$ cat src/hw/mipsPkg.sv
package mipsPkg;

	localparam int WordWidth = 32;
	localparam int RegIndexWidth = 5;

	typedef logic [WordWidth-1:0] dataWord;
	typedef logic [RegIndexWidth-1:0] regIndex;
	typedef logic [5:0] opcodeField;
	typedef logic [5:0] functField;

	localparam opcodeField OpRType = 6'h00;
	localparam opcodeField OpJ = 6'h02;
	localparam opcodeField OpBeq = 6'h04;
	localparam opcodeField OpBne = 6'h05;
	localparam opcodeField OpLui = 6'h0f;
	localparam opcodeField OpLw = 6'h23;
	localparam opcodeField OpSw = 6'h2b;

	localparam functField FnBreak = 6'h0d;
	localparam functField FnAdd = 6'h20;
	localparam functField FnSub = 6'h22;
	localparam functField FnAnd = 6'h24;
	localparam functField FnXor = 6'h26;
	localparam functField FnSlt = 6'h2a;

	localparam dataWord ResetPc = 32'h0000_0000;

	typedef enum logic [2:0] {
		AluAdd,
		AluSub,
		AluAnd,
		AluXor,
		AluSlt
	} aluOp;

	typedef enum logic [3:0] {
		Fetch,
		WaitMem, // memory answers the fetch
		IrLoad,
		Decode,
		RExec,
		RWrite,
		Branch,
		MemAddr,
		LoadRead,
		LoadWait,
		LoadWrite,
		StoreWrite,
		LuiWrite,
		Jump,
		Halt
	} cpuState;

	typedef enum logic {
		SrcAPc,
		SrcAReg
	} aluSrcASel;

	typedef enum logic [1:0] {
		SrcBReg,
		SrcBFour,
		SrcBImm,
		SrcBImmShift // branch offset in words
	} aluSrcBSel;

	typedef enum logic [1:0] {
		PcAluResult,
		PcAluOut,
		PcJump
	} pcSrcSel;

	typedef enum logic [1:0] {
		WbAluOut,
		WbMemData,
		WbUpperImm
	} wbSel;

	typedef struct packed {
		opcodeField opcode;
		regIndex rs;
		regIndex rt;
		regIndex rd;
		logic [4:0] shamt;
		functField funct;
	} rFieldsT;

	typedef struct packed {
		opcodeField opcode;
		regIndex rs;
		regIndex rt;
		logic [15:0] immediate;
	} iFieldsT;

	// same word seen as R or I format
	typedef union packed {
		rFieldsT rFields;
		iFieldsT iFields;
	} instrWord;

endpackage

$ cat src/hw/aluUnit.sv
`timescale 1ns/10ps

module aluUnit
(
	input mipsPkg::dataWord a,
	input mipsPkg::dataWord b,
	input mipsPkg::aluOp op,
	output mipsPkg::dataWord result,
	output logic zero,
	output logic lessThan
);
	import mipsPkg::*;

	dataWord difference;

	assign difference = a - b; // wraps on overflow
	assign lessThan = $signed(a) < $signed(b);

	always_comb
	begin
		case (op)
			AluAdd: result = a + b;
			AluSub: result = difference;
			AluAnd: result = a & b;
			AluXor: result = a ^ b;
			AluSlt: result = {{(WordWidth-1){1'b0}}, lessThan};
			default: result = '0;
		endcase
	end

	assign zero = (result == '0);

endmodule

$ cat src/hw/controlUnit.sv
`timescale 1ns/10ps

module controlUnit
(
	input logic clk,
	input logic reset,
	input mipsPkg::instrWord instr,
	input logic zero,
	input logic lessThan,
	output logic pcWrite,
	output logic branchEnable,
	output logic branchOnEqual,
	output logic irWrite,
	output logic regWrite,
	output logic mdrWrite,
	output logic addrFromAluOut,
	output logic memWrite,
	output logic regDstRd,
	output logic halted,
	output mipsPkg::aluSrcASel aluSrcA,
	output mipsPkg::aluSrcBSel aluSrcB,
	output mipsPkg::aluOp aluControl,
	output mipsPkg::pcSrcSel pcSource,
	output mipsPkg::wbSel wbSource
);
	import mipsPkg::*;

	cpuState state;
	cpuState nextState;
	opcodeField opcode;
	functField funct;
	logic knownFunct;

	assign opcode = instr.rFields.opcode;
	assign funct = instr.rFields.funct;
	assign knownFunct = (funct == FnAdd) || (funct == FnSub) || (funct == FnAnd)
		|| (funct == FnXor) || (funct == FnSlt);

	always_ff @(posedge clk or posedge reset)
	begin
		if (reset)
			state <= Fetch;
		else
			state <= nextState;
	end

	always_comb
	begin
		nextState = Fetch;
		case (state)
			Fetch: nextState = WaitMem;
			WaitMem: nextState = IrLoad;
			IrLoad: nextState = Decode;
			Decode:
			begin
				case (opcode)
					OpRType:
					begin
						if (funct == FnBreak)
							nextState = Halt;
						else if (knownFunct)
							nextState = RExec;
						else
							nextState = Fetch; // unknown funct is a no-op
					end
					OpBeq, OpBne: nextState = Branch;
					OpLw, OpSw: nextState = MemAddr;
					OpLui: nextState = LuiWrite;
					OpJ: nextState = Jump;
					default: nextState = Fetch;
				endcase
			end
			RExec: nextState = RWrite;
			MemAddr: nextState = (opcode == OpLw) ? LoadRead : StoreWrite;
			LoadRead: nextState = LoadWait;
			LoadWait: nextState = LoadWrite;
			Halt: nextState = Halt;
			default: nextState = Fetch;
		endcase
	end

	always_comb
	begin
		pcWrite = 1'b0;
		branchEnable = 1'b0;
		branchOnEqual = 1'b0;
		irWrite = 1'b0;
		regWrite = 1'b0;
		mdrWrite = 1'b0;
		addrFromAluOut = 1'b0;
		memWrite = 1'b0;
		regDstRd = 1'b0;
		halted = 1'b0;
		aluSrcA = SrcAReg;
		aluSrcB = SrcBReg;
		aluControl = AluAdd;
		pcSource = PcAluResult;
		wbSource = WbAluOut;
		case (state)
			Fetch:
			begin
				aluSrcA = SrcAPc;
				aluSrcB = SrcBFour;
				pcWrite = 1'b1; // pc + 4
			end
			WaitMem: mdrWrite = 1'b1; // fetched word lands in mdr
			IrLoad: irWrite = 1'b1;
			Decode:
			begin
				aluSrcA = SrcAPc;
				aluSrcB = SrcBImmShift; // branch target into aluOut
			end
			RExec:
			begin
				case (funct)
					FnSub: aluControl = AluSub;
					FnAnd: aluControl = AluAnd;
					FnXor: aluControl = AluXor;
					FnSlt: aluControl = AluSlt;
					default: aluControl = AluAdd;
				endcase
			end
			RWrite:
			begin
				regDstRd = 1'b1;
				regWrite = 1'b1;
			end
			Branch:
			begin
				aluControl = AluSub;
				branchEnable = 1'b1;
				branchOnEqual = (opcode == OpBeq);
				pcSource = PcAluOut;
			end
			MemAddr: aluSrcB = SrcBImm;
			LoadRead: addrFromAluOut = 1'b1;
			LoadWait: mdrWrite = 1'b1;
			LoadWrite:
			begin
				wbSource = WbMemData;
				regWrite = 1'b1;
			end
			StoreWrite:
			begin
				addrFromAluOut = 1'b1;
				memWrite = 1'b1;
			end
			LuiWrite:
			begin
				wbSource = WbUpperImm;
				regWrite = 1'b1;
			end
			Jump:
			begin
				pcSource = PcJump;
				pcWrite = 1'b1;
			end
			Halt: halted = 1'b1;
			default: ;
		endcase
	end

endmodule

$ cat src/hw/dataPath.sv
`timescale 1ns/10ps

module dataPath
(
	input logic clk,
	input logic reset,
	input mipsPkg::dataWord memReadData,
	input logic pcWrite,
	input logic branchEnable,
	input logic branchOnEqual,
	input logic irWrite,
	input logic regWrite,
	input logic mdrWrite,
	input logic addrFromAluOut,
	input logic regDstRd,
	input mipsPkg::aluSrcASel aluSrcA,
	input mipsPkg::aluSrcBSel aluSrcB,
	input mipsPkg::aluOp aluControl,
	input mipsPkg::pcSrcSel pcSource,
	input mipsPkg::wbSel wbSource,
	output mipsPkg::instrWord instr,
	output logic zero,
	output logic lessThan,
	output mipsPkg::dataWord memAddr,
	output mipsPkg::dataWord memWriteData
);
	import mipsPkg::*;

	dataWord pc;
	dataWord regA;
	dataWord regB;
	dataWord aluOut;
	dataWord mdr;
	dataWord readA;
	dataWord readB;
	dataWord aluA;
	dataWord aluB;
	dataWord aluResult;
	dataWord nextPc;
	dataWord writeData;
	dataWord signImm;
	regIndex writeReg;
	logic pcLoad;

	assign signImm = {{16{instr.iFields.immediate[15]}}, instr.iFields.immediate};

	// pc and control registers
	always_ff @(posedge clk or posedge reset)
	begin
		if (reset)
		begin
			pc <= ResetPc;
			instr <= '0;
		end
		else
		begin
			if (pcLoad)
				pc <= nextPc;
			if (irWrite)
				instr <= mdr;
		end
	end

	// payload registers
	always_ff @(posedge clk)
	begin
		regA <= readA;
		regB <= readB;
		aluOut <= aluResult;
		if (mdrWrite)
			mdr <= memReadData;
	end

	assign pcLoad = pcWrite || (branchEnable && (zero == branchOnEqual));

	always_comb
	begin
		case (pcSource)
			PcAluOut: nextPc = aluOut;
			PcJump: nextPc = {pc[31:28], instr.iFields.rs, instr.iFields.rt,
				instr.iFields.immediate, 2'b00};
			default: nextPc = aluResult;
		endcase
	end

	assign aluA = (aluSrcA == SrcAPc) ? pc : regA;

	always_comb
	begin
		case (aluSrcB)
			SrcBFour: aluB = 32'd4;
			SrcBImm: aluB = signImm;
			SrcBImmShift: aluB = {signImm[29:0], 2'b00};
			default: aluB = regB;
		endcase
	end

	always_comb
	begin
		case (wbSource)
			WbMemData: writeData = mdr;
			WbUpperImm: writeData = {instr.iFields.immediate, 16'h0000};
			default: writeData = aluOut;
		endcase
	end

	assign writeReg = regDstRd ? instr.rFields.rd : instr.iFields.rt;
	assign memAddr = addrFromAluOut ? aluOut : pc;
	assign memWriteData = regB;

	registerFile regFile
	(
		.clk(clk),
		.reset(reset),
		.readAddrA(instr.iFields.rs),
		.readAddrB(instr.iFields.rt),
		.writeAddr(writeReg),
		.writeData(writeData),
		.writeEnable(regWrite),
		.readDataA(readA),
		.readDataB(readB)
	);

	aluUnit alu
	(
		.a(aluA),
		.b(aluB),
		.op(aluControl),
		.result(aluResult),
		.zero(zero),
		.lessThan(lessThan)
	);

endmodule

$ cat src/hw/mipsMulticycle.sv
`timescale 1ns/10ps

module mipsMulticycle
(
	input logic clk,
	input logic reset,
	input mipsPkg::dataWord memReadData,
	output mipsPkg::dataWord memAddr,
	output mipsPkg::dataWord memWriteData,
	output logic memWrite,
	output logic halted
);
	import mipsPkg::*;

	instrWord instr;
	logic zero;
	logic lessThan;
	logic pcWrite;
	logic branchEnable;
	logic branchOnEqual;
	logic irWrite;
	logic regWrite;
	logic mdrWrite;
	logic addrFromAluOut;
	logic regDstRd;
	aluSrcASel aluSrcA;
	aluSrcBSel aluSrcB;
	aluOp aluControl;
	pcSrcSel pcSource;
	wbSel wbSource;

	controlUnit ctrl
	(
		.clk(clk),
		.reset(reset),
		.instr(instr),
		.zero(zero),
		.lessThan(lessThan),
		.pcWrite(pcWrite),
		.branchEnable(branchEnable),
		.branchOnEqual(branchOnEqual),
		.irWrite(irWrite),
		.regWrite(regWrite),
		.mdrWrite(mdrWrite),
		.addrFromAluOut(addrFromAluOut),
		.memWrite(memWrite),
		.regDstRd(regDstRd),
		.halted(halted),
		.aluSrcA(aluSrcA),
		.aluSrcB(aluSrcB),
		.aluControl(aluControl),
		.pcSource(pcSource),
		.wbSource(wbSource)
	);

	dataPath dp
	(
		.clk(clk),
		.reset(reset),
		.memReadData(memReadData),
		.pcWrite(pcWrite),
		.branchEnable(branchEnable),
		.branchOnEqual(branchOnEqual),
		.irWrite(irWrite),
		.regWrite(regWrite),
		.mdrWrite(mdrWrite),
		.addrFromAluOut(addrFromAluOut),
		.regDstRd(regDstRd),
		.aluSrcA(aluSrcA),
		.aluSrcB(aluSrcB),
		.aluControl(aluControl),
		.pcSource(pcSource),
		.wbSource(wbSource),
		.instr(instr),
		.zero(zero),
		.lessThan(lessThan),
		.memAddr(memAddr),
		.memWriteData(memWriteData)
	);

endmodule

$ cat src/hw/registerFile.sv
`timescale 1ns/10ps

module registerFile
(
	input logic clk,
	input logic reset,
	input mipsPkg::regIndex readAddrA,
	input mipsPkg::regIndex readAddrB,
	input mipsPkg::regIndex writeAddr,
	input mipsPkg::dataWord writeData,
	input logic writeEnable,
	output mipsPkg::dataWord readDataA,
	output mipsPkg::dataWord readDataB
);
	import mipsPkg::*;

	dataWord regs [1:31]; // no storage behind register zero

	always_ff @(posedge clk or posedge reset)
	begin
		if (reset)
		begin
			for (int i = 1; i < 32; i++)
				regs[i] <= '0;
		end
		else if (writeEnable && writeAddr != '0)
			regs[writeAddr] <= writeData;
	end

	assign readDataA = (readAddrA == '0) ? '0 : regs[readAddrA];
	assign readDataB = (readAddrB == '0) ? '0 : regs[readAddrB];

endmodule
$ cat config.mk
export PLATFORM = sky130hd
export DESIGN_NAME = mipsMulticycle
export DESIGN_NICKNAME = d
export VERILOG_FILES = /design/src/hw/mipsPkg.sv /design/src/hw/aluUnit.sv /design/src/hw/controlUnit.sv /design/src/hw/dataPath.sv /design/src/hw/mipsMulticycle.sv /design/src/hw/registerFile.sv
export SDC_FILE = /design/constraint.sdc
export NUM_CORES = 2
export LEC_CHECK = 0
export ABC_AREA = 1
export BUFFER_PORTS_ARGS = -buffer_cell sky130_fd_sc_hd__buf_2
export CORE_ASPECT_RATIO = 1.2
export CORE_MARGIN = 8
export CORE_UTILIZATION = 61
export CTS_CLUSTER_SIZE = 16
export DETAILED_ROUTE_END_ITERATION = 7
export GPL_ROUTABILITY_DRIVEN = 1
export MAX_ROUTING_LAYER = met4
export PLACE_DENSITY = 0.78
export SETUP_SLACK_MARGIN = 0.3
export SLEW_MARGIN = 30
export SYNTH_ARGS = -nofsm -noshare
export SYNTH_HDL_FRONTEND = slang
export SYNTH_SLANG_ARGS = --single-unit
$ cat constraint.sdc
create_clock -name clk -period 91.9 [get_ports clk]
set_clock_uncertainty 0.2 [all_clocks]
set_input_delay 4.595 -clock clk [delete_from_list [all_inputs] [get_ports clk]]
set_output_delay 4.595 -clock clk [all_outputs]
set_load 0.02 [all_outputs]
==> impl_metrics.toml <==
[outcome]
outcome = "finished with violations"
violations = "DRC"

[route]
initialDrtViolationCount = 10800
drcViolationCount = 4
vias_per_cell = 6.76
postRouteWirelength_mm = 274
firstDrtPassIters = 8
wl_per_cell_um = 27.8
postRouteAntennaNets = 0
via_count = 66600

[worst_hold_path]
holdCritPathClass = "register to register"

[sta]
tightest_slew_ns = 1.12
setup_viol_count_final = 0
setup_tns_ns = 0
finalCritPeriodShare_pct = 8.08
relSlewSlack_pct = 25.0
fmax_mhz = 135
rsz0062_at_grt = "no"
finalMaxSlewViolations = 0
fin_crit_ns = 7.43
hold_viol_final = 0

[global_route]
grt_pass1_vias = 62800
antenna_found_initial = 19
grt_pass1_wl_mm = 400
grt_overflow = 0
track_usage_pct = 46.2
grt_max_degree = 178

[logic_synthesis]
synth_edf_count = 32
ys_seq_elements = 1188
syn_area_per_cell_um2 = 7.47
ys_warn_count = 0
synthesis.area_um2 = 65200
synthesis.nets = 8838
ys.flop_type = "dfrtp_1"
syn_inst = 8732
ys_seq_area_share_pct = 45.1
synthArstFlopShare_pct = 89.2
synth_cell_types = 53

[cts]
h-tree-depth = 3
cts.sinks = 1188
hold_buffers = 0
cts.clk_slew.worst_paths_ns = 0.06
ctsResizeCount = 0
cts_tree = "done"
cts_setup_buffers = 0
clk_path_buf_depth = 3
cts_root_buf = "clkbuf_16"
numCtsBuffers = 117
clkLatencyLatePin_ns = 0.76

[worst_setup_path]
cp_slowest_cell = "o21ai_0"
critPathLaunchType = "register"
path_cells = "inv_1, nand2_1, nand2_1, nand2_4, o21ai_0, buf_2"
crit_arrival_ns = 2.63
worst-endpoint-required_ns = 87.11
crit_buf_inv = 2
critPathKind = "register to output port"
cpPeakStageDelay_ns = 0.51
cp-end-kind = "output port"
crit_fanout = 64
cpMostUsedCell = "nand2_1"
cpLargestDelayFamily = "simple AND/OR/NAND/NOR gates"

[job]
maxCapViolCount = 0

[place]
portBuffers = 99
place_hpwl_mm = 160
gp_congestion = 1.03

[floorplan]
pin_count = 100
start_util_pct = 61.4
core_um2 = 106000
die_w_um = 315
die-area_um2 = 118000
fp-row-count = 131
die_h_um = 374

[finish]
nets = 8445
drive_above_1_share_pct = 6.10
area_delta_synth_final_pct = 7.99
## cell usage after synthesis (3+ instances only)
| library cell | n | area [um^2] |
|---|---|---|
| nand2_1 | 2043 | 7670 |
| o2111ai_1 | 6 | 52.6 |
| clkbuf_1 | 612 | 2300 |
| a221oi_1 | 80 | 701 |
| a2111oi_0 | 14 | 123 |
| o311ai_0 | 3 | 26.3 |
| o211ai_1 | 32 | 240 |
| nand3b_1 | 8 | 60.1 |
| nor2_2 | 3 | 18.8 |
| buf_1 | 39 | 146 |
| o32a_1 | 5 | 50.1 |
| a211oi_1 | 5 | 37.5 |
| xor2_1 | 7 | 61.3 |
| ha_1 | 70 | 876 |
| nand4_1 | 23 | 144 |
| o22ai_1 | 83 | 519 |
| a32oi_1 | 21 | 184 |
| dfrtp_1 | 1060 | 26500 |
| a22oi_1 | 50 | 375 |
| o21ai_0 | 1669 | 8350 |
| dfxtp_1 | 96 | 1920 |
| nor3_1 | 19 | 95.1 |
| nand2_2 | 4 | 25.0 |
| o31ai_1 | 5 | 37.5 |
| buf_2 | 68 | 340 |
| o21bai_1 | 6 | 45.0 |
| clkinv_1 | 7 | 26.3 |
| nor4_1 | 8 | 50.1 |
| a221o_1 | 3 | 30.0 |
| nor2_1 | 325 | 1220 |
| inv_1 | 931 | 3490 |
| a21oi_1 | 644 | 3220 |
| inv_2 | 10 | 37.5 |
| nand2_4 | 10 | 113 |
| buf_6 | 5 | 56.3 |
| a311oi_1 | 4 | 35.0 |
| edfxtp_1 | 32 | 961 |
| nand3_1 | 202 | 1010 |
| o21ai_1 | 113 | 566 |
| o221ai_1 | 347 | 3040 |
| a31oi_1 | 41 | 257 |
## per-stage QoR
stage / hold WS (ns) / util, % / instances / setup slack (ns) / instance area (um^2)
2_1_floorplan: 0.251 / - / 8732 / 57.27 / 65200
3_3_place_gp: 0.266 / 62.1 / 9606 / 83.65 / 65900
3_5_place_dp: 0.272 / 62.2 / 9608 / 83.59 / 66100
4_1_cts: 0.288 / 66.0 / 9827 / 84.11 / 70100
5_1_grt: 0.296 / 66.3 / 9849 / 84.33 / 70400
6_report: 0.286 / 66.3 / 9855 / 84.47 / 70500
## worst paths after layout
path / from / end / slack, ns / depth (start not counted)
max in group asynchronous: reset / dp.instr[23]$_DFFE_PP0P_ / 85.04 / 6
min: dp.regFile.regs[287]$_DFFE_PP0P_ / dp.regFile.regs[287]$_DFFE_PP0P_ / 0.29 / 2
max: ctrl.state[0]$_DFF_PP0_ / memAddr[11] / 84.47 / 6
min in group asynchronous: reset / dp.pc[12]$_DFFE_PP0P_ / 3.68 / 2
max reg2reg: ctrl.state[1]$_DFF_PP0_ / dp.pc[29]$_DFFE_PP0P_ / 84.85 / 33
min reg2reg: dp.regFile.regs[287]$_DFFE_PP0P_ / dp.regFile.regs[287]$_DFFE_PP0P_ / 0.29 / 2
## placed cells by master (no fill, tap or decap), types with 21 or more instances in the layout
cell,instances
o211ai_1,32
nand3_1,202
a22oi_1,50
clkbuf_1,33
nand4_1,23
dfxtp_1,96
a32oi_1,21
nand2_1,2019
a31oi_1,41
dfrtp_1,1050
o22ai_1,83
inv_1,920
edfxtp_1,32
o21ai_1,120
clkbuf_16,119
a221oi_1,78
buf_2,99
a21oi_1,630
clkbuf_8,21
nor2_1,309
o21ai_0,1662
buf_4,91
ha_1,70
o221ai_1,347
## tightest hold or removal path, cell delays in order, from the launching register on
cell	delay, ns
dfrtp_1	0.34
nand2_1	0.05
o21ai_0	0.06
## registers in the layout, summed over array words and instances, names as in the netlist
register	cells
dp.memWriteData	32
dp.regFile.regs	992
dp.aluOut	32
dp.instr	32
dp.mdr	32
dp.pc	32
dp.regA	32
ctrl.state	4
## cell families (layout without fill, tap and decap cells)
group	count (synthesis)	after routing	synth area share, %
adders and majority gates	72	72	1.40
and+or+nand+nor	2658	2658	16.1
other	0	20	0
DFF	1188	1188	45.1
AOI/OAI and AO/OA	3133	3133	27.5
buffers and inverters	1674	1381	9.83
xor gates and xnor gates	7	7	0.0940
## layout make-up
type,instances,area (um^2)
multi-input cells,5870,29900
clock inverters,46,658
fillers,9123,35800
clock buffers,173,3390
inverters,949,3610
well taps,1396,1750
repair buffers,213,1630
diodes,20,50.0
flip-flops and latches,1188,29400
## per-layer routing
| metal | track usage, % | wire length, um | up-vias | part of all wire, % |
|---|---|---|---|---|
| met1 | 54.2 | 93100 | 30900 | 34 |
| li1 | - | - | 28800 | - |
| met4 | 32.8 | 24100 | 0 | 8.8 |
| met2 | 66.6 | 117000 | 5353 | 43 |
| met5 | - | 0 | - | 0 |
| met3 | 14.9 | 40100 | 1514 | 15 |
Power is not shown: default switching activity piles up to over one toggle a cycle in this logic, so the estimate is an artifact.
